===== src/cache_pkg.sv =====
/*
 * Cache geometry for the four-way data cache
 * Set and way counts, address field widths and bit positions
 */

package cache_pkg;

	// ========================================
	// Organisation
	// ========================================
	localparam int n_ways = 4;
	localparam int n_sets = 128;
	localparam int way_w = 2;

	// ========================================
	// Address fields of a 32-bit byte address
	// ========================================
	// Word offset inside a 16-byte line sits in bits 3 to 2
	localparam int word_w = 2;
	// Set index in bits 10 to 4
	localparam int idx_w = 7;
	localparam int idx_lsb = 4;
	// Tag in bits 31 to 11
	localparam int tag_w = 21;
	localparam int tag_lsb = 11;

endpackage


===== src/dcache_plru.sv =====
/*
 * Tree pseudo-LRU state, three bits per set
 * Updated on each access and giving the replacement way
 */
`timescale 1ns/1ps

module dcache_plru (
	input  logic clk,
	input  logic rst,
	input  logic [cache_pkg::idx_w-1:0] idx,
	input  logic touch,
	input  logic [cache_pkg::way_w-1:0] touch_way,
	input  logic [cache_pkg::n_ways-1:0] rvalid,
	output logic [cache_pkg::way_w-1:0] victim
);

	// Bit 0 picks the pair, bit 1 picks within ways 0/1, bit 2 within ways 2/3
	logic [2:0] tree [0:cache_pkg::n_sets-1];
	logic [2:0] cur;
	logic [2:0] nxt;

	assign cur = tree[idx];

	// Point every bit on the path away from the way just used
	always_comb begin
		nxt = cur;
		nxt[0] = ~touch_way[1];
		if (touch_way[1])
			nxt[2] = ~touch_way[0];
		else
			nxt[1] = ~touch_way[0];
	end

	always_ff @(posedge clk) begin
		if (rst) begin
			for (int s = 0; s < cache_pkg::n_sets; s++)
				tree[s] <= '0;
		end else if (touch) begin
			tree[idx] <= nxt;
		end
	end

	// Follow the tree, but an empty way is always used first
	always_comb begin
		victim = cur[0] ? {1'b1, cur[2]} : {1'b0, cur[1]};
		for (int i = cache_pkg::n_ways - 1; i >= 0; i--)
			if (!rvalid[i])
				victim = cache_pkg::way_w'(i);
	end

endmodule


===== config.mk =====
export PLATFORM = sky130hd
export DESIGN_NAME = dcache_plru
export DESIGN_NICKNAME = d
export VERILOG_FILES = /design/src/cache_pkg.sv /design/src/dcache_plru.sv
export SDC_FILE = /design/constraint.sdc
export NUM_CORES = 1
export LEC_CHECK = 0
export BUFFER_PORTS_ARGS = -buffer_cell sky130_fd_sc_hd__clkbuf_2
export CAP_MARGIN = 5
export CORE_UTILIZATION = 41
export DETAILED_ROUTE_END_ITERATION = 8
export RECOVER_POWER = 50
export SLEW_MARGIN = 20
export SYNTH_ARGS = -nofsm -noshare
export SYNTH_HDL_FRONTEND = slang
export SYNTH_SLANG_ARGS = --single-unit

===== constraint.sdc =====
create_clock -name clk -period 3.7 [get_ports clk]
set_input_delay 0.37 -clock clk [delete_from_list [all_inputs] [get_ports clk]]
set_output_delay 0.37 -clock clk [all_outputs]
set_load 0.01 [all_outputs]

# After elaboration in Yosys (flattened, before gate mapping)
# Memories as Yosys holds them, arrays and structs flattened.
# Cells that the tools add are included.
[word_totals]
regBits = 0
mem_bits_rw = 384
out_inout_bits = 2
word_cells = 19
memories = 1
[mem_list]
columns = ["name", "words", "word_bits", "read_ports", "rd_clocked_by_memory_dff", "write_ports", "line", "rtl"]
rows = [
  ["tree", 128, 3, 1, 0, 128, "dcache_plru.sv:18", "logic [2:0] tree [0:cache_pkg::n_sets-1];"],
]
[op_classes]
n_mux = 15
n_bitwise = 2
n_reduce_logical = 1
[op_table]
columns = ["operator", "n"]
rows = [
  ["2-to-1 mux 2 bit", 5],
  ["2-to-1 mux 1 bit", 8],
  ["2-to-1 mux 7 bit", 1],
  ["2-to-1 mux 3 bit", 1],
  ["OR reduction 3 bit", 1],
  ["NOT 1 bit", 2],
]

# Logic depth before layout (Yosys ltp)
# An unclocked memory read counts as a cell.
[logic_depth]
depth_word = 6
ltp_mapped = 13
depth_no_buf = 7

# Worst setup path after synthesis
# OpenSTA, ideal clock, no wires.
[synth_timing]
path_kind = "in2out"
startpoint = "input idx[2] (netlist bit)"
endpoint = "output victim[0] (netlist bit)"
t_arrival_ps = 2440
slack_ps = 890
cell_stages = 12
n_path_buf = 5
path_cell_list = "buf_6 > buf_6 > buf_4 > buf_4 > buf_4 > mux4_2 > a22oi_1 > a21oi_1 > nor3_1 > nor4_1 > a31o_2 > a41oi_1"
[synth_via]
elab_chain_cells = 6
[synth_rtl]
columns = ["item", "line", "rtl"]
rows = [
  ["from (decl)", "dcache_plru.sv:10", "input logic [cache_pkg::idx_w-1:0] idx,"],
  ["memory read (128 x 3 bit)", "--", ""],
  ["2-to-1 mux 2 bit", "dcache_plru.sv:45", "victim = cur[0] ? {1'b1, cur[2]} : {1'b0, cur[1]};"],
  ["2-to-1 mux 2 bit (4 in series)", "dcache_plru.sv:47", "if (!rvalid[i])"],
  ["to (decl)", "dcache_plru.sv:14", "output logic [cache_pkg::way_w-1:0] victim"],
]
# No other way between the ends.

==> metrics <==
outcome=complete, no violations; Top Family by Delay on Critical Path=simple AND/OR/NAND/NOR gates; power per cell area=between 500 and 600 nW/µm²; slowest CP cell=nor3_1; worst clock skew=roughly 0.021 ns; Critical Path Start=idx[2]; Largest register FFs=384; synthesized net count=~1500; CP startpoint kind=input port; Residual DRC=0; clk slew on worst S/H paths=0.06 ns; RSZ-0062 raised after global routing=false; Cells after DPL=2067; GP Congestion=0.892; First DRT Iteration DRCs=1149; CTS sink cnt=384; commonest non-fill, non-tap cell in the layout=nor2_1; post_cts resized=0; Final Max Slew Viols=0; Clock Latency Late Sink=0.57 ns; maxcap violations=0; final worst-path cycle share=96.1%; vias in the first global route=~12000; Peak VDD IR=slightly below 0.3 mV; Tot GR Track Use=22.4%; post-CTS setup buffers=0; Final Hold Vio Count=0; Cell Chain, Critical Path=buf_6 -> buf_4 -> inv_1 -> nand3_1 -> nor3_1 -> clkbuf_1 -> nand2_1 -> nand2_1; CTS Buffer Depth=3; Die Area=44300 µm²; crit-path most repeated cell=nand2_1; total grt overflow=0; leakage power=7.51 nW; Post-Synthesis Cell Area=around 18000 µm²; DR vias=12085; Die Y=211 µm; Largest regs=tree (384); HP Start=touch_way[1]; Crit Reg-Reg Startpoint=tree[107][2]$_SDFFCE_PN0P_; largest reg by FF count=tree; CP max stage delay=0.89 ns; die width=211 µm; Fin Setup TNS=0 ns; Seq/Total Area, Yosys=between 60% and 70%; Initial Util=41.5%; Fin Hold WS=0.212 ns; H-Tree Depth=2; min cycle time layout=3.55 ns; area grow syn2layout=14.1%; sink of the worst hold path=tree[84][0]$_SDFFCE_PN0P_; hold buffers post-CTS=0; Syn Inst Count=about 1500; f_max=281 MHz; # rows=76; share of post-route cells with drive strength above 1=15.2%; # nets final=1543; Hold Crit Depth=2; core footprint=43000 µm²; total wire length=~49 mm; Req. time, crit path=3.96 ns; Setup crit end kind=register; Num CTS Buffers=43; setup slack, reg-to-reg=0.77 ns; Slew @ Worst Pin=about 1.2 ns; Yosys reg bits=384; slew margin rel.=17.0%; largest net degree at the start of global routing=just under 90; Post-synth top flop=edfxtp_1; WL/cell=22.8 µm; syn_area_per_cell=12.0 µm²; worst endpoint data arrival time=between 3 and 4 ns; Crit Path Max Fanout=26; most frequent cells in the layout=413 x nor2_1, 384 x edfxtp_1, 286 x nand2_1; Yosys Warn Count=0; setup violators final=0; Reg2Reg Capture Point=tree[100][2]$_SDFFCE_PN0P_; number of I/O pins=18; Post-Layout Cell Count=2144; Root Buffer=clkbuf_16; TritonCTS clock tree=done; post-route ant nets=0; drt pass-1 iters=5; antenna cell count=0; Setup CP Type=input port to register; Worst Hold Class=input port to register; CP Buf/Inv Count=4; Yosys cell types=49; R2R depth=9; Async SR Flop Fraction=0%; FILL cells=between 3000 and 4000; first-pass GRT wire length=about 73 mm; antenna violations before repair=1; mean number of vias per cell=about 5.6; Detailed Place HPWL=32.8 mm; input/output buffers=17; Post-synth EDFFs=384
stage by stage:
| step | area [µm²] | utilization [%] | setup WS (ns) | total power [W] |
|---|---|---|---|---|
| finish | 20300 | 47.3 | 0.146 | 0.0102 |
| global route | 20300 | 47.3 | 0.0617 | 0.0105 |
| CTS | 20400 | 47.5 | 0.212 | 0.0102 |
| detailed placement | 19000 | 44.3 | 0.124 | 0.00601 |
| global placement | 19000 | 44.3 | 0.192 | 0.00599 |
| floorplan | 17800 | - | 0.890 | 0.00561 |
layer usage:
metal	up-vias	wire length, µm	GRT usage (%)
met2	556	23600	35.9
met4	2	1680	8.77
met5	-	13	0
met3	106	4200	4.74
met1	6039	19500	30.0
li1	5382	-	-
Yosys cell counts, drive strengths merged, types with 2 or more instances:
cell type | number | share of area, %
a221o | 3 | 0.17
mux2 | 13 | 0.82
a221oi | 11 | 0.54
inv | 9 | 0.19
nand3b | 2 | 0.084
nor4 | 2 | 0.070
o22ai | 4 | 0.14
a211oi | 4 | 0.17
clkbuf | 43 | 0.90
nor3 | 10 | 0.28
a21oi | 28 | 0.79
nand3 | 11 | 0.31
a41o | 2 | 0.11
buf | 64 | 2.3
o221ai | 2 | 0.098
a22oi | 23 | 0.97
o21ai | 6 | 0.17
o211ai | 2 | 0.084
mux2i | 56 | 3.1
edfxtp | 384 | 65
a31o | 4 | 0.20
and2 | 2 | 0.070
o31ai | 4 | 0.17
mux4 | 59 | 7.4
nor2b | 7 | 0.25
o21a | 2 | 0.084
nor2 | 413 | 8.7
nand2 | 286 | 6.0
nand2b | 6 | 0.21
and3 | 4 | 0.14
report_power, final:
| part | leakage, nW | internal (W) | total [W] | switching [W] |
|---|---|---|---|---|
| Sequential | 3.87 | 0.00495 | 0.00500 | 0.0000568 |
| Combinational | 2.96 | 0.000327 | 0.000912 | 0.000585 |
| Clock | 0.683 | 0.00255 | 0.00428 | 0.00172 |
how the worst max path moves through the flow:
stage                                       to  slack (ns)  depth (start not counted)
floorplan                            victim[0]        0.89                         12
global placement     tree[37][1]$_SDFFCE_PN0P_        0.19                         10
detailed placement  tree[105][1]$_SDFFCE_PN0P_        0.12                         10
CTS                                  victim[0]        0.21                         10
global route                         victim[0]        0.06                         12
finish               tree[32][2]$_SDFFCE_PN0P_        0.15                          8
logic make-up after synthesis:
group / synth area share (%)
muxes: 11.4
buffers and inverters: 3.39
DFF: 64.6
AOI/OAI and AO/OA: 4.18
and+or+nand+nor: 16.4
layout make-up:
class / instances / area [µm²] / share of cell area, %
multi-input combinational: 981 / 5720 / 28.1
tap: 585 / 732 / 3.60
sequential: 384 / 11500 / 56.7
timing repair buffer: 108 / 920 / 4.52
clock inverter: 28 / 263 / 1.29
inverter: 9 / 36.3 / 0.178
clock buffer: 49 / 1140 / 5.61
No activity file was read; power rests on OpenSTA's default activity.
