[config.mk]
export PLATFORM = sky130hd
export DESIGN_NAME = dcache_ctrl
export DESIGN_NICKNAME = d
export VERILOG_FILES = /design/src/cache_pkg.sv /design/src/mem_pkg.sv /design/src/dcache_ctrl.sv
export SDC_FILE = /design/constraint.sdc
export NUM_CORES = 1
export LEC_CHECK = 0
export BUFFER_PORTS_ARGS = -buffer_cell sky130_fd_sc_hd__buf_2
export CORE_AREA = 2 2 121 123
export CTS_BUF_LIST = sky130_fd_sc_hd__clkbuf_2
export DETAILED_ROUTE_END_ITERATION = 10
export DIE_AREA = 0 0 123 125
export PLACE_DENSITY = 0.6
export SYNTH_ARGS = -nofsm -noshare
export SYNTH_HDL_FRONTEND = slang
export SYNTH_SLANG_ARGS = --single-unit
[constraint.sdc]
create_clock -name clk -period 3.7 [get_ports clk]
set_input_delay 1.11 -clock clk [delete_from_list [all_inputs] [get_ports clk]]
set_output_delay 1.11 -clock clk [all_outputs]
set_load 0.03 [all_outputs]
[src/cache_pkg.sv]
/*
 * Cache geometry for the four-way data cache
 * Set and way counts, address field widths and bit positions
 */

package cache_pkg;

	// ========================================
	// Organisation
	// ========================================
	localparam int n_ways = 4;
	localparam int n_sets = 128;
	localparam int way_w = 2;

	// ========================================
	// Address fields of a 32-bit byte address
	// ========================================
	// Word offset inside a 16-byte line sits in bits 3 to 2
	localparam int word_w = 2;
	// Set index in bits 10 to 4
	localparam int idx_w = 7;
	localparam int idx_lsb = 4;
	// Tag in bits 31 to 11
	localparam int tag_w = 21;
	localparam int tag_lsb = 11;

endpackage

[src/mem_pkg.sv]
/*
 * Memory-side constants and the cache controller state type
 */

package mem_pkg;

	// Memory port widths
	localparam int adr_w = 32;
	localparam int data_w = 32;

	// A line fill takes one single-word beat per word of the line
	localparam int line_words = 4;

	// Controller states
	typedef enum logic [2:0] {
		idle,
		lookup,
		fill,
		fill_done,
		write_mem,
		respond
	} ctrl_state_e;

endpackage

[src/dcache_ctrl.sv]
/*
 * Cache controller FSM for lookup, line fill, write-through and response
 * Latches one request at a time and drives the memory port
 */
`timescale 1ns/1ps

module dcache_ctrl (
	input  logic clk,
	input  logic rst,
	input  logic req,
	input  logic we,
	input  logic [mem_pkg::adr_w-1:0] adr,
	input  logic [mem_pkg::data_w-1:0] wdata,
	output logic ready,
	output logic done,
	output logic [mem_pkg::data_w-1:0] rdata,
	output logic [cache_pkg::idx_w-1:0] idx,
	output logic [cache_pkg::tag_w-1:0] tag,
	input  logic hit,
	input  logic [cache_pkg::way_w-1:0] hit_way,
	input  logic [cache_pkg::way_w-1:0] victim,
	output logic tag_wr,
	output logic [cache_pkg::way_w-1:0] tag_way,
	output logic data_wr,
	output logic [cache_pkg::way_w-1:0] data_way,
	output logic [cache_pkg::word_w-1:0] data_word,
	output logic [mem_pkg::data_w-1:0] data_wdata,
	input  logic [mem_pkg::data_w-1:0] data_rdata,
	output logic touch,
	output logic [cache_pkg::way_w-1:0] touch_way,
	output logic mem_req,
	output logic mem_we,
	output logic [mem_pkg::adr_w-1:0] mem_adr,
	output logic [mem_pkg::data_w-1:0] mem_wdata,
	input  logic mem_ack,
	input  logic [mem_pkg::data_w-1:0] mem_rdata
);

	mem_pkg::ctrl_state_e state;

	// Request captured when it is accepted
	logic [mem_pkg::adr_w-1:0] cur_adr;
	logic cur_we;
	logic [mem_pkg::data_w-1:0] cur_wdata;
	logic [cache_pkg::word_w-1:0] cur_word;
	// Way chosen for the line being filled and the beat in progress
	logic [cache_pkg::way_w-1:0] fill_way;
	logic [cache_pkg::word_w-1:0] beat;
	logic last_beat;

	assign tag = cur_adr[cache_pkg::tag_lsb +: cache_pkg::tag_w];
	assign idx = cur_adr[cache_pkg::idx_lsb +: cache_pkg::idx_w];
	assign cur_word = cur_adr[cache_pkg::idx_lsb - cache_pkg::word_w +: cache_pkg::word_w];
	assign last_beat = (beat == cache_pkg::word_w'(mem_pkg::line_words - 1));

	// ========================================
	// State sequencing
	// ========================================
	always_ff @(posedge clk) begin
		if (rst) begin
			state <= mem_pkg::idle;
			beat <= '0;
		end else begin
			case (state)
			mem_pkg::idle:
				if (req)
					state <= mem_pkg::lookup;
			mem_pkg::lookup:
				// Writes always go through to memory whether they hit or not
				if (cur_we) begin
					state <= mem_pkg::write_mem;
				end else if (hit) begin
					state <= mem_pkg::respond;
				end else begin
					state <= mem_pkg::fill;
					beat <= '0;
				end
			mem_pkg::fill:
				if (mem_ack) begin
					beat <= beat + 1'b1;
					if (last_beat)
						state <= mem_pkg::fill_done;
				end
			mem_pkg::fill_done:
				state <= mem_pkg::respond;
			mem_pkg::write_mem:
				if (mem_ack)
					state <= mem_pkg::respond;
			mem_pkg::respond:
				state <= mem_pkg::idle;
			default:
				state <= mem_pkg::idle;
			endcase
		end
	end

	// Payload capture
	always_ff @(posedge clk) begin
		if (state == mem_pkg::idle && req) begin
			cur_adr <= adr;
			cur_we <= we;
			cur_wdata <= wdata;
		end
		// Victim is frozen at lookup since the tree changes when the fill completes
		if (state == mem_pkg::lookup)
			fill_way <= victim;
	end

	// ========================================
	// Outputs
	// ========================================
	assign ready = (state == mem_pkg::idle);
	assign done = (state == mem_pkg::respond);
	assign rdata = data_rdata;

	// The tag goes in with the last beat so the line never looks valid half filled
	assign tag_wr = (state == mem_pkg::fill) && mem_ack && last_beat;
	assign tag_way = fill_way;

	// Data store takes fill beats and also write hits during lookup
	assign data_wr = (state == mem_pkg::fill && mem_ack)
		|| (state == mem_pkg::lookup && cur_we && hit);
	assign data_way = (state == mem_pkg::lookup) ? hit_way : fill_way;
	assign data_word = (state == mem_pkg::fill) ? beat : cur_word;
	assign data_wdata = (state == mem_pkg::fill) ? mem_rdata : cur_wdata;

	assign touch = (state == mem_pkg::lookup && hit) || tag_wr;
	assign touch_way = (state == mem_pkg::lookup) ? hit_way : fill_way;

	// Fill reads walk the line from word 0 while writes use the request address
	assign mem_req = (state == mem_pkg::fill) || (state == mem_pkg::write_mem);
	assign mem_we = (state == mem_pkg::write_mem);
	assign mem_adr = (state == mem_pkg::write_mem) ? cur_adr
		: {tag, idx, beat, {(cache_pkg::idx_lsb - cache_pkg::word_w){1'b0}}};
	assign mem_wdata = cur_wdata;

	// Memory request is held with a steady address until memory acknowledges
	a_mem_hold: assert property (@(posedge clk) disable iff (rst)
		mem_req && !mem_ack |=> mem_req && $stable(mem_adr) && $stable(mem_we))
	else $error("FAILED: mem_req dropped or mem_adr=%h changed before mem_ack", mem_adr);

	// A read is answered only once its line is resident in the tag store
	a_read_resident: assert property (@(posedge clk) disable iff (rst)
		done && !cur_we |-> hit)
	else $error("Read response for address %h given while its line is not cached", cur_adr);

endmodule

After elaboration in Yosys (flattened, before gate mapping)
Index checks and enable logic that the tools add are counted.

$add $sub $neg: 1. Muxes and demuxes: 15. Reduce and logical (&&, ||, !) cells: 13. Eq/ne operators: 12.

Operators by type and width (number): two-way mux 32 bit (1); two-way mux 3 bit (6); case mux 3 bit (5 select lines) (1); two-way mux 2 bit (5); inequality test 2 bit (second input constant) (5); AND reduction 4 bit (2); equality test 3 x 2 -> 1 bit (second input constant) (2); equality test 3 bit (second input constant) (2); logical AND 1 bit (6); two-way mux 4 bit (1); case mux 2 bit (2 select lines) (1); equality test 3 x 1 -> 1 bit (second input constant) (1); zero test 3 bit (1); logical OR 1 bit (3); adder 2 x 1 -> 2 bit (second input constant) (1); equality test 2 bit (second input constant) (1); inequality test 2 x 1 -> 1 bit (second input constant) (1); nonzero test 2 bit (1).

Flip-flop bits (word level): 72. Word-level logic and storage cells: 47. Bits of input ports: 138. Output and inout port bits: 171.

Depth between registers and ports, before layout
Word-level depth: 4. Mapped depth: 7. Mapped depth without buffers: 5.

Least setup slack after synthesis
No wires, ideal clock.

Path type: reg2reg. Start point: register state[2]. End point: register cur_adr[0] in the netlist's numbering (enable). Clock period less this slack: 3.291 ns. Cell stages (with the launch flop): 4. Setup slack: 0.409 ns. Data arrival time: 2.861 ns. Required time: 3.270 ns. Buffers on the path: 1. Cell sequence: dfxtp_1 -> buf_6 -> nor3_1 -> and2_1.

Cells in the longest elaborated chain, start to end: 2.

RTL lines: from (decl) (line dcache_ctrl.sv:39) `mem_pkg::ctrl_state_e state;`; from (signal assigned) (line dcache_ctrl.sv:61) `state <= mem_pkg::idle;`; from (signal assigned) (line dcache_ctrl.sv:67) `state <= mem_pkg::lookup;`; from (signal assigned) (line dcache_ctrl.sv:71) `state <= mem_pkg::write_mem;`; zero test 3 bit; net ready (line dcache_ctrl.sv:14) `output logic ready,`; logical AND 1 bit (line dcache_ctrl.sv:99) `if (state == mem_pkg::idle && req) begin`; to (signal assigned) (line dcache_ctrl.sv:100) `cur_adr <= adr;`; to (decl) (line dcache_ctrl.sv:42) `logic [mem_pkg::adr_w-1:0] cur_adr;`.

The timed path passes the listed nets, and every way through them passes these cells. A chain may end at the register's enable or synchronous reset.

Worst setup path after layout
Start point: register state[1]. End point: output port data_wdata[17] in the netlist's numbering.

Cells in the longest elaborated chain, start to end: 2.

RTL lines: equality test 3 x 2 -> 1 bit (line dcache_ctrl.sv:125) `assign data_wdata = (state == mem_pkg::fill) ? mem_rdata : cur_wdata;`; two-way mux 32 bit (line dcache_ctrl.sv:125); to (decl) (line dcache_ctrl.sv:27) `output logic [mem_pkg::data_w-1:0] data_wdata,`.

Every way passes these cells.

==> results.py <==
metrics = {
    "run_status": {
        "status": "complete, no violations",
    },
    "timing": {
        "worstMarginPinSlew_ns": 0.867,
        "holdWs_ns": 0.559,
        "drv_slew": 0,
        "relSlewSlack_pct": 42.2,
        "min_period_over_period_pct": 91.1,
        "setup_slack_ns": 0.329,
        "hold_viol": 0,
        "clock_skew_ns": 0.0343,
        "grt_setup_unrepaired": "false",
        "fmax_mhz": 297,
        "finalSetupTns_ns": 0,
        "setup_viol": 0,
        "fin_crit_ns": 3.37,
    },
    "clocking": {
        "cts_made_buffers": 9,
        "clk_latency_ns": 0.57,
        "postCtsResizedCells": 0,
        "root_buffer": "clkbuf_2",
        "clk_pin_slew_worst_paths_ns": 0.20,
        "cts.hold.buffers_added": 0,
        "clk_path_buf_depth": 2,
        "htree_levels": 3,
        "cts_tree": "built",
        "post_cts_buffers": 0,
        "cts_sinks": 72,
    },
    "layout": {
        "finalCoreUtilization_pct": 31.0,
        "n_fill_cell": 1461,
        "final_common_cell": "buf_2",
        "area_growth_syn_to_layout_pct": 23.3,
        "final_cell_mix": "buf_2, edfxtp_1, mux2_2, nand2_1, clkbuf_2",
        "finalNonFillerCells": 600,
        "drive_gt1_share_pct": 74.0,
        "final_nets": 549,
    },
    "synth": {
        "ys.flop_type": "edfxtp_1",
        "avgSynthCellArea_um2": 14.2,
        "syn-cell-area_um2": 3570,
        "ys_ff_latch": 72,
        "seq_area_frac_synth_pct": 59.2,
        "synth_cells": 251,
        "async_flop_share_pct": 0,
        "synth_enable_flop_cells": 67,
        "syn-num-nets": 390,
        "synth_cell_type_count": 34,
        "yosysWarnings": 0,
    },
    "worst_setup_path": {
        "reg2reg_depth": 2,
        "critPathRequiredTime_ns": 2.59,
        "cp-startpoint": "state[1]$_SDFFE_PP0P_",
        "critPathLaunchType": "flop",
        "crit_family": "flip-flops",
        "slowest_stage": "dfxtp_1",
        "path_buf_inv": 2,
        "r2r_setup_slack_ns": 1.77,
        "cp_num_cells": 5,
        "path_cells": "nand2b_4 -> nor2_4 -> buf_12 -> mux2_2 -> buf_2",
        "cp-endpoint": "data_wdata[17]",
        "critPathKind": "reg -> out",
        "max_stage_delay_ns": 0.60,
        "endpoint_kind": "output pin",
        "cp_max_fo": 35,
        "r2r_start": "state[2]$_SDFFE_PP0P_",
        "crit_arrival_ns": 2.26,
        "timing.rr.end": "cur_adr[6]$_DFFE_PP_",
    },
    "route": {
        "ant_nets": 0,
        "first_pass_iters": 4,
        "drt-initial-drc-count": 79,
        "wirelength_um": 8520,
        "viasPerCell": 4.04,
        "drcViolationCount": 0,
        "wl_per_cell_um": 14.2,
        "vias": 2424,
    },
    "power_and_ir_drop": {
        "leakage_uw": 0.00199,
        "pwr_density_cell_nw_per_um2": 487,
        "ir_worst_vdd_mv": 0.182,
    },
    "place": {
        "dp_slack_ns": 0.870,
        "finalWeightedCongestion": 0.712,
        "dp_hpwl_um": 6560,
        "placed_cells_incl_taps": 583,
        "port_buffers": 244,
    },
    "floorplanning": {
        "die_x_um": 123,
        "die_h_um": 125,
        "design.die.area_um2": 15400,
        "core_um2": 14200,
        "num_rows": 44,
        "io_pins": 309,
        "initial_core_util_pct": 25.1,
    },
    "global_routing": {
        "grt.busiest_layer": "met2",
        "grt_max_degree": 66,
        "grt_util_met3_pct": 4.11,
        "use_met2_pct": 18.6,
        "grtUsageMet1_pct": 9.72,
        "grt_usage_pct": 10.8,
        "grt_pass1_vias": 2479,
        "antenna_found_initial": 1,
        "grt.overflow.total": 0,
        "grt_pass1_wl_um": 12300,
    },
    "hold_path": {
        "worstHoldPathType": "reg -> reg",
    },
    "flow_run": {
        "drv_cap": 0,
    },
}
## cells by family (layout without fill, tap and decap cells)
family                   count (synthesis)  after routing  share of synthesized area [%]
buffers and inverters                  100            264                           21.3
flip-flops                              72             72                           59.2
multiplexers                            37             37                           12.0
AND/OR/NAND/NOR                         26             26                           4.25
AO/OA/AOI/OAI                           15             15                           2.91
adder cells (fa/ha/maj)                  1              1                          0.351
other                                    0              1                              0
## report_power, final
group / switching [uW] / internal (uW) / leakage [uW] / total, uW
Combinational: 476 / 203 / 0.00124 / 680
Clock: 322 / 100 / 0.0000652 / 423
Sequential: 44.5 / 996 / 0.000679 / 1040
Total: 843 / 1300 / 0.00199 / 2140
## worst min-delay path: stages (launching register included)
cell and delay, ns:
dfxtp_1 0.39, o21ai_0 0.08, a21oi_1 0.07
## registers in the layout, indices dropped and copies added, names as in the netlist
name / flops
cur_adr: 32
tag_way: 2
state: 3
mem_wdata: 32
beat: 2
cur_we: 1
## synth_stat cells, types with 2 or more instances
cell	n	area (um2)
nor2_1	3	11.3
inv_2	2	7.51
edfxtp_1	67	2010
o21ai_0	4	20.0
nor3_1	2	10.0
a21oi_1	4	20.0
and2_1	3	18.8
buf_4	91	683
mux2_2	33	372
dfxtp_1	5	100
mux2_4	3	45.0
buf_6	4	45.0
nand2_1	9	33.8
## stage by stage
stage          power, uW  area (um2)
3_3_place_gp        1740        4290
3_5_place_dp        1750        4290
5_1_grt             2250        4400
4_1_cts             2200        4400
2_1_floorplan       1670        3570
6_report            2140        4400
## routing by layer
metal | up-vias | wire length, um
li1 | 1123 | -
met1 | 1106 | 2740
met2 | 148 | 4420
met3 | 47 | 781
met4 | 0 | 580
met5 | - | 0
## area by class of cell
cell class              count  area, um2  share of cell area (%)
clock inverters             7       58.8                    1.34
repair buffers            245       1240                    28.2
clock buffers               9       45.0                    1.02
multi-input cells          79        697                    15.8
flip-flops and latches     72       2110                    48.0
diodes                      1       2.50                  0.0569
inverters                   3       11.3                   0.256
well taps                 184        230                    5.23
## how the worst min path moves through the flow
stage                    startpoint               endpoint  slack, ns  depth (start not counted)
6_report       beat[1]$_SDFFE_PP0P_   beat[1]$_SDFFE_PP0P_       0.56                          2
5_1_grt                     adr[31]  cur_adr[31]$_DFFE_PP_       0.59                          1
4_1_cts        beat[1]$_SDFFE_PP0P_   beat[1]$_SDFFE_PP0P_       0.58                          2
3_5_place_dp   beat[1]$_SDFFE_PP0P_   beat[1]$_SDFFE_PP0P_       0.56                          2
3_3_place_gp   beat[1]$_SDFFE_PP0P_   beat[1]$_SDFFE_PP0P_       0.56                          2
2_1_floorplan  beat[1]$_SDFFE_PP0P_   beat[1]$_SDFFE_PP0P_       0.47                          2
Note: power is estimated with default switching activity, not from simulation.
