## config.mk

```make
export PLATFORM = sky130hd
export DESIGN_NAME = dcache_hit
export DESIGN_NICKNAME = d
export VERILOG_FILES = /design/src/cache_pkg.sv /design/src/dcache_hit.sv
export SDC_FILE = /design/constraint.sdc
export NUM_CORES = 1
export LEC_CHECK = 0
export ABC_CLOCK_PERIOD_IN_PS = 1100
export BUFFER_PORTS_ARGS = -buffer_cell sky130_fd_sc_hd__buf_2
export CORE_MARGIN = 5
export CORE_UTILIZATION = 30
export DETAILED_ROUTE_END_ITERATION = 8
export PLACE_DENSITY = 0.73
export SLEW_MARGIN = 5
export SYNTH_ARGS = -nofsm -noshare
export SYNTH_HDL_FRONTEND = slang
export SYNTH_SLANG_ARGS = --single-unit
```

## constraint.sdc

```tcl
create_clock -name vclk -period 1.1
set_clock_uncertainty 0.15 [all_clocks]
set_input_delay 0 -clock vclk [all_inputs]
set_output_delay 0 -clock vclk [all_outputs]
set_load 0.005 [all_outputs]
```

## src/cache_pkg.sv

```systemverilog
/*
 * Cache geometry for the four-way data cache
 * Set and way counts, address field widths and bit positions
 */

package cache_pkg;

	// ========================================
	// Organisation
	// ========================================
	localparam int n_ways = 4;
	localparam int n_sets = 128;
	localparam int way_w = 2;

	// ========================================
	// Address fields of a 32-bit byte address
	// ========================================
	// Word offset inside a 16-byte line sits in bits 3 to 2
	localparam int word_w = 2;
	// Set index in bits 10 to 4
	localparam int idx_w = 7;
	localparam int idx_lsb = 4;
	// Tag in bits 31 to 11
	localparam int tag_w = 21;
	localparam int tag_lsb = 11;

endpackage

```

## src/dcache_hit.sv

```systemverilog
/*
 * Four-way tag comparator giving hit and the encoded hit way
 */
`timescale 1ns/1ps

module dcache_hit (
	input  logic [cache_pkg::n_ways-1:0][cache_pkg::tag_w-1:0] rtags,
	input  logic [cache_pkg::n_ways-1:0] rvalid,
	input  logic [cache_pkg::tag_w-1:0] tag,
	output logic hit,
	output logic [cache_pkg::way_w-1:0] hit_way
);

	logic [cache_pkg::n_ways-1:0] match;

	// All ways compare at once, only valid lines count
	always_comb begin
		for (int i = 0; i < cache_pkg::n_ways; i++)
			match[i] = rvalid[i] && (rtags[i] == tag);
	end

	assign hit = |match;

	// Encode the matching way, lowest number wins if the store were ever corrupt
	always_comb begin
		hit_way = '0;
		for (int i = cache_pkg::n_ways - 1; i >= 0; i--)
			if (match[i])
				hit_way = cache_pkg::way_w'(i);
	end

	// The controller only fills on a miss, so a tag can never be resident in two ways
	always_comb begin
		assert ($onehot0(match))
		else $error("FAILED: dcache_hit match=%h tag=%h", match, tag);
	end

endmodule

```

# After elaboration in Yosys (flattened, before gate mapping)
# Index checks and enable logic that the tools add are counted.
# totals
reg_bits,0
latch_bits,0
ramBits,0
rom_bits,0
output_inout_bits,3
memories,0
# classes
n_addsub,0
multipliers,0
div,0
magnitude_cmp,0
n_eq_ne,4
n_shift,0
mux,4
n_bitwise,0
reduce_logical,5
# op_table
op,count
$eq 21x21->1,4
$mux 2,4
$logic_and 1x1->1,4
$reduce_or 4->1,1

# Depth between registers and ports, before layout
# Gate-level depths: netlist of run 1.
# logic_depth
depth_word,6
mapped_depth,5
ltp_nobuf,5

# Worst setup path before layout of run 1
# No wires, ideal clock.
# synth_path
kind,input port to output port
startpoint,input tag[2] (netlist bit)
endpoint,output hit_way[0] (netlist bit)
t_arrival_ps,835
slack_ps,115
cell_stages,5
n_path_buf,0
path_cell_list,xnor2_1 -> nand4_1 -> nor4_2 -> o211ai_1 -> a21oi_1
# synth_via
elab_chain_cells,6
# synth_lines
item,line,rtl
start: declaration,dcache_hit.sv:9,"input logic [cache_pkg::tag_w-1:0] tag,"
$eq 21x21->1,dcache_hit.sv:19,match[i] = rvalid[i] && (rtags[i] == tag);
$logic_and 1x1->1,dcache_hit.sv:19,
$mux 2 (3 in a row),dcache_hit.sv:28,if (match[i])
$mux 2 (*),dcache_hit.sv:28,
end: declaration,dcache_hit.sv:11,output logic [cache_pkg::way_w-1:0] hit_way
# Every way passes the cells marked *; elsewhere a longest branch is shown, timed or not.

# Worst setup path in the final report of run 1
# layout_path
startpoint,input tag[7] (netlist bit)
endpoint,output hit_way[0] (netlist bit)
# The elaborated chain is that of the path after synthesis.

==> metrics.sh, run 1 <==
NUMBER_OF_INSTANCES_IN_THE_PLACED_DESIGN=293
SYNTHSIMPLEGATEAREAFRAC=0.2042
VIA_COUNT=1338
POSTSYNTHAREAPERCELL_SQ_UM=8.018
CRIT_PATH_TOP_DELAY_CELL='sky130_fd_sc_hd__nor4_2'
POWER.TOTAL_mW=0.7204
TRACK_USAGE=0.1773
COMPOUND_CELL_AREA_SHARE_OF_THE_YOSYS_NETLIST=0.03121
FINAL_MAX_SLEW_VIOLATION_COUNT=0
DRT-INITIAL-DRC-COUNT=53
POST_SYNTH_NUM_CELL_TYPES=13
SYNTH_TOP_FAMILY_BY_AREA='XOR/XNOR gates'
NUMBER_OF_GLOBAL_ROUTE_VIAS_BEFORE_REPAIR=1400
FP.DIEW_UM=66.63
CRITPATHLAUNCHTYPE='input pin'
GRT_SETUP_UNREPAIRED='yes'
PORT_BUFFERS=112
DRT.ANTENNA.VIOLATING_NETS=0
SETUP-VIOLATIONS-FINAL=3
SYNTH-SEQ-AREA-SHARE=0
WORST_PATH_REQUIRED_TIME_NS=0.95
SYN2LAYOUT_AREA_GROWTH_PCT=105.1
FLOORPLAN.INITIALDENSITY=0.3152
LAYOUT.CELLS.MOST_COMMON='sky130_fd_sc_hd__buf_2'
DR_VIAS_CELL=4.551
SYNTH_MUX_AREA_FRAC=0
YOSYS_WARNINGS=0
SLEW_AT_THE_PIN_CLOSEST_TO_ITS_MAX_SLEW_LIMIT_NS=0.2813
GRT-OVFL-TOTAL=0
POSTPLACECELLAREA_SQ_UM=1705
PIN_COUNT=112
LAYOUT_WORST_PATH_CYCLE_SHARE=1.302
DETAILEDPLACEMENTHPWL_MM=3.645
SYNTH-ADDER-AREA-SHARE=0
WL_PER_CELL_UM=14.50
MAXSLEWHEADROOM=0.8111
CRITICAL_PATH.ENDPOINT_TYPE='output pin'
SYNTHESIS.AREA_SQ_UM=962.2
FINISH.CELL_COUNT_WITHOUT_FILLERS=294
CRITPATHMAXSTAGEDELAY_NS=0.25
GRT_FIRST_PASS_WIRELENGTH_MM=6.127
SEQUENCE_OF_CELLS_ON_THE_CRITICAL_PATH='buf_4 > buf_6 > xor2_2 > nor4_2 > nand4_1 > o211ai_1 > a21oi_1 > buf_2'
SYNTH_XOR_XNOR_AREA_SHARE=0.7646
ANTENNA_FOUND_INITIAL=0
TIMING_HOLD_VIOLATIONS_FINAL=0
DESIGN.CORE.AREA_SQ_UM=3053
DETAILEDPLACE.WORSTSLACK_NS=-0.4378
CRIT_PATH_START='tag[7]'
POWER.DENSITY_CELL_AREA_nW_PER_UM2=365.1
ANTENNADIODECOUNT=0
DIE_Y_UM=66.63
POST-ROUTE-CELL-AREA_SQ_UM=1973
FINISH.NET_COUNT=361
HOLD_PATH.STARTPOINT='rvalid[0]'
CRITICAL_PATH_PEAK_FANOUT=3
MAX-CAP-VIOLATIONS=0
NUM-CLOCK-BUFFERS=0
NFILLCELLS=293
DRT_FIRST_PASS_ITERS=4
OUTCOME='finished, violations left'
PLACE_CONGESTION=0.8484
FAILED_CHECKS='setup timing'
FINAL_CELL_MIX='sky130_fd_sc_hd__buf_2 (99), sky130_fd_sc_hd__xor2_1 (46), sky130_fd_sc_hd__xnor2_1 (23), sky130_fd_sc_hd__buf_4 (18), sky130_fd_sc_hd__xnor2_2 (13)'
VDD_DROP_MAX_mV=0.1775
FRACTION_OF_LAYOUT_INSTANCES_USING_A_DRIVE_STRENGTH_ABOVE_1=0.6240
ROUTED_WIRELENGTH_MM=4.264
HOLDCRITPATHCLASS='input pin to output pin'
FLOORPLAN.DIE_AREA_SQ_UM=4440
FMAX_MHz=698.4
SETUP_WS_NS=-0.3318
ROWS=20
SEQ_CELL_COUNT=0
DRC_ERRORS=0
HOLD_BUFFERS=0
LAYOUT.AREA.SEQ_SQ_UM=0
LEAKAGE_nW=0.9707
SYNTHESIZED_NETS=229
SYNTHESIS.INSTANCES=120
GRT_START_MAX_NET_PINS=5
CP_DATA_ARRIVAL_TIME_NS=1.28
CRITICALPATHCATEGORY='input pin to output pin'
POST-ROUTE-MIN-PERIOD_NS=1.432
TNS_NS=-0.8910
[layout make-up]
cell class	count	area, sq um	share of cell area
Timing Repair Buffer	130	773.2	0.3919
Tap cell	44	55.05	0.02790
Multi-Input combinational cell	120	1145	0.5802
[cells in the mapped netlist, drive strengths merged]
| cell | n | area, sq um |
|---|---|---|
| a2bb2oi | 2 | 17.52 |
| nand3 | 2 | 10.01 |
| a21oi | 1 | 5.000 |
| o211ai | 1 | 7.510 |
| nor2 | 1 | 3.750 |
| xnor2 | 36 | 315.3 |
| xor2 | 48 | 420.4 |
| nor2b | 1 | 6.260 |
| and3 | 2 | 12.51 |
| nand2 | 2 | 7.510 |
| nand4 | 10 | 62.56 |
| nor4 | 14 | 93.84 |
[critical path, delay by kind of cell]
family,cells,cell delay (ns)
buffers and inverters,3,0.38
AO/OA/AOI/OAI,2,0.29
XOR/XNOR,1,0.16
AND/OR/NAND/NOR,2,0.44
[cells by family (layout without fill, tap and decap cells)]
family,Yosys count,in the layout
AOI/OAI and AO/OA,4,4
xor gates and xnor gates,84,84
buffers and inverters,0,130
and+or+nand+nor,32,32
[metal layers]
| metal | global-route usage | vias to the layer above | share of wire |
|---|---|---|---|
| li1 | - | 683 | - |
| met1 | 0.1962 | 591 | 0.37 |
| met2 | 0.3601 | 60 | 0.55 |
| met4 | 0.02030 | 0 | 0.013 |
| met3 | 0.02192 | 4 | 0.072 |
| met5 | 0 | - | 0 |
[metrics by stage]
| stage | util | hold WS [ns] |
|---|---|---|
| 4_1_cts | 0.5967 | 0.3018 |
| 6_report | 0.6463 | 0.3037 |
| 3_3_place_gp | 0.5586 | 0.2744 |
| 2_1_floorplan | - | 0.04665 |
| 3_5_place_dp | 0.5586 | 0.2989 |
| 5_1_grt | 0.6463 | 0.3751 |
[report_power, final]
group	internal (mW)	total [mW]	switching, mW
Clock	0	0	0
Combinational	0.411	0.720	0.309
Sequential	0	0	0
[path summary, 6_finish.rpt]
path / endpoint / slack, ns / cells after the start
max: hit_way[0] / -0.33 / 8
min: hit_way[0] / 0.30 / 5
[repair_timing]
item | CTS | global route
setup buffers | 1 | 0
pin swaps | 14 | 17
hold endpoints to repair | 0 | 0
resized for setup | 23 | 28
setup endpoints to repair | 3 | 3
No activity file was read; power rests on OpenSTA's default activity.
==> run 2: changes to the inputs <==
--- a/config.mk
+++ b/config.mk
@@ -5,12 +5,13 @@
 export SDC_FILE = /design/constraint.sdc
 export NUM_CORES = 1
 export LEC_CHECK = 0
+export ABC_AREA = 1
 export ABC_CLOCK_PERIOD_IN_PS = 1100
 export BUFFER_PORTS_ARGS = -buffer_cell sky130_fd_sc_hd__buf_2
 export CORE_MARGIN = 5
 export CORE_UTILIZATION = 30
 export DETAILED_ROUTE_END_ITERATION = 8
-export PLACE_DENSITY = 0.73
+export PLACE_DENSITY = 0.65
 export SLEW_MARGIN = 5
 export SYNTH_ARGS = -nofsm -noshare
 export SYNTH_HDL_FRONTEND = slang
==> run 2 against run 1 <==
Effect of this change: the run still ends with setup timing left; fmax rose by 12%; design area grew 5.6%; via count rose by 58%; critical path type unchanged; power shrank 2.8%.
==> metrics.sh, run 2 <==
NFILLCELLS=523
CRITICAL_PATH_PEAK_FANOUT=6
POST_SYNTH_NUM_CELL_TYPES=18
YOSYS_WARNINGS=0
ANTENNA_FOUND_INITIAL=0
CRITPATHLAUNCHTYPE='input pin'
SEQ_CELL_COUNT=0
PIN_COUNT=112
FLOORPLAN.INITIALDENSITY=0.3084
GRT_SETUP_UNREPAIRED='yes'
FMAX_MHz=781.7
WL_PER_CELL_UM=11.53
VDD_DROP_MAX_mV=0.1261
TRACK_USAGE=0.1750
FINISH.NET_COUNT=540
POST-ROUTE-MIN-PERIOD_NS=1.279
VIA_COUNT=2120
GRT_FIRST_PASS_WIRELENGTH_MM=8.721
CRITPATHTOPFAMILY='buffers and inverters'
SETUP_WS_NS=-0.1793
LAYOUT_WORST_PATH_CYCLE_SHARE=1.163
SEQUENCE_OF_CELLS_ON_THE_CRITICAL_PATH='buf_8 > clkinvlp_4 > buf_6 > nand2_2 > nand2_1 > nor2_1 > nand2_1 > nor2_1 > nand3_1 > o21ai_1 > inv_1 > nor2_2 > buf_2'
FAILED_CHECKS='setup timing'
LAYOUT.CELLS.MOST_COMMON='sky130_fd_sc_hd__nand2_1'
DRT_FIRST_PASS_ITERS=4
SYNTHESIS.INSTANCES=310
PLACE_CONGESTION=0.8559
NUM-CLOCK-BUFFERS=0
YOSYSMOSTFREQUENTCELL='sky130_fd_sc_hd__nand2_1'
HOLD_BUFFERS=0
SYN2LAYOUT_AREA_GROWTH_PCT=56.19
NUMBER_OF_INSTANCES_IN_THE_PLACED_DESIGN=477
LAYOUT.AREA.SEQ_SQ_UM=0
TIMING_HOLD_VIOLATIONS_FINAL=0
FINAL_CELL_MIX='sky130_fd_sc_hd__nand2_1 (139), sky130_fd_sc_hd__buf_2 (106), sky130_fd_sc_hd__nor2_1 (42), sky130_fd_sc_hd__inv_1 (34), sky130_fd_sc_hd__o21ai_0 (21)'
CRITPATHBUFINV=5
YOSYSTOPAREACELLSHARE=0.4024
MAXSLEWHEADROOM=0.8610
DRT-INITIAL-DRC-COUNT=78
SLEW_AT_THE_PIN_CLOSEST_TO_ITS_MAX_SLEW_LIMIT_NS=0.2064
ROWS=24
GRT_START_MAX_NET_PINS=8
CRITICALPATHCATEGORY='input pin to output pin'
ROUTED_WIRELENGTH_MM=5.546
GRT-OVFL-TOTAL=0
ANTENNADIODECOUNT=0
SYNTH.CELLS.MOST_FREQUENT='sky130_fd_sc_hd__nand2_1 (143), sky130_fd_sc_hd__nor2_1 (47), sky130_fd_sc_hd__inv_1 (41)'
OUTCOME='finished, violations left'
DETAILEDPLACEMENTHPWL_MM=5.071
SYNTH_AREA_LEADERS='sky130_fd_sc_hd__nand2_1 (40%), sky130_fd_sc_hd__nor2_1 (13%), sky130_fd_sc_hd__inv_1 (12%)'
DRT.ANTENNA.VIOLATING_NETS=0
FINAL_UTIL=0.4818
SYNTH-SEQ-AREA-SHARE=0
YOSYSTOPAREACELL='sky130_fd_sc_hd__nand2_1'
PORT_BUFFERS=112
CRITPATHMAXSTAGEDELAY_NS=0.16
HOLDCRITPATHCLASS='input pin to output pin'
CRITICAL_PATH.ENDPOINT_TYPE='output pin'
POWER.DENSITY_CELL_AREA_nW_PER_UM2=336.2
CP_DATA_ARRIVAL_TIME_NS=1.13
NUMBER_OF_GLOBAL_ROUTE_VIAS_BEFORE_REPAIR=1999
DR_VIAS_CELL=4.407
FLOORPLAN.DIE_AREA_SQ_UM=5879
POSTSYNTHAREAPERCELL_SQ_UM=4.303
DIE_Y_UM=76.68
FINAL_MAX_SLEW_VIOLATION_COUNT=0
MAX-CAP-VIOLATIONS=0
DESIGN.CORE.AREA_SQ_UM=4324
FRACTION_OF_LAYOUT_INSTANCES_USING_A_DRIVE_STRENGTH_ABOVE_1=0.3613
SYNTHESIS.AREA_SQ_UM=1334
WORST_PATH_REQUIRED_TIME_NS=0.95
FP.DIEW_UM=76.68
LEAKAGE_nW=1.304
SETUP-VIOLATIONS-FINAL=3
DRC_ERRORS=0
FINISH.CELL_COUNT_WITHOUT_FILLERS=481
SYNTHESIZED_NETS=419
CRIT_PATH_TOP_DELAY_CELL='sky130_fd_sc_hd__buf_6'
==> run 2: final timing paths <==
kind	from	to	slack, ns	cells past startpoint
worst max-delay path	tag[4]	hit_way[1]	-0.18	13
worst min-delay path	rtags[63]	hit_way[0]	0.41	9
==> run 2: final cells by class <==
type,count,area [sq um],share of cell area
inverter,53,209.0,0.1003
tap,52,65.06,0.03123
multi-input combinational,257,1162,0.5580
timing repair buffer,119,646.9,0.3105
==> run 2: metal layers <==
metal / GRT usage / vias up / share of wire
met5: 0 / - / 0
met4: 0.003497 / 0 / 0
met3: 0.02576 / 0 / 0.057
met2: 0.3192 / 59 / 0.50
met1: 0.2273 / 880 / 0.44
li1: - / 1181 / -
==> run 2: report_power, final <==
part / total, mW / switching, mW / internal (mW)
clock network: 0 / 0 / 0
registers: 0 / 0 / 0
logic: 0.700 / 0.367 / 0.333
total: 0.700 / 0.367 / 0.333
==> run 2: kinds of logic after synthesis <==
group	count (synthesis)	share of synthesized area
AND/OR/NAND/NOR	204	0.5966
buffers and inverters	53	0.1492
AO/OA/AOI/OAI	38	0.1557
XOR/XNOR	15	0.09849
==> run 2: through the flow <==
step | worst slack [ns] | hold WS, ns | power (mW) | instance area (sq um) | setup TNS (ns)
2_1_floorplan | 0.2142 | 0.1303 | 0.3281 | 1334 | 0
3_3_place_gp | -0.2234 | 0.3966 | 0.6557 | 1982 | -0.6076
3_5_place_dp | -0.2219 | 0.4114 | 0.6614 | 1982 | -0.6193
4_1_cts | -0.1610 | 0.4174 | 0.6872 | 2036 | -0.4468
5_1_grt | -0.2963 | 0.4580 | 0.7996 | 2083 | -0.8717
6_report | -0.1793 | 0.4108 | 0.7003 | 2083 | -0.4882
==> run 2: what timing repair did <==
| action | in CTS | in global routing |
|---|---|---|
| resized for setup | 16 | 12 |
| pin swaps | 11 | 10 |
| cloned | 0 | 0 |
| endpoints found under the setup margin | 3 | 3 |
| setup buffers | 2 | 2 |
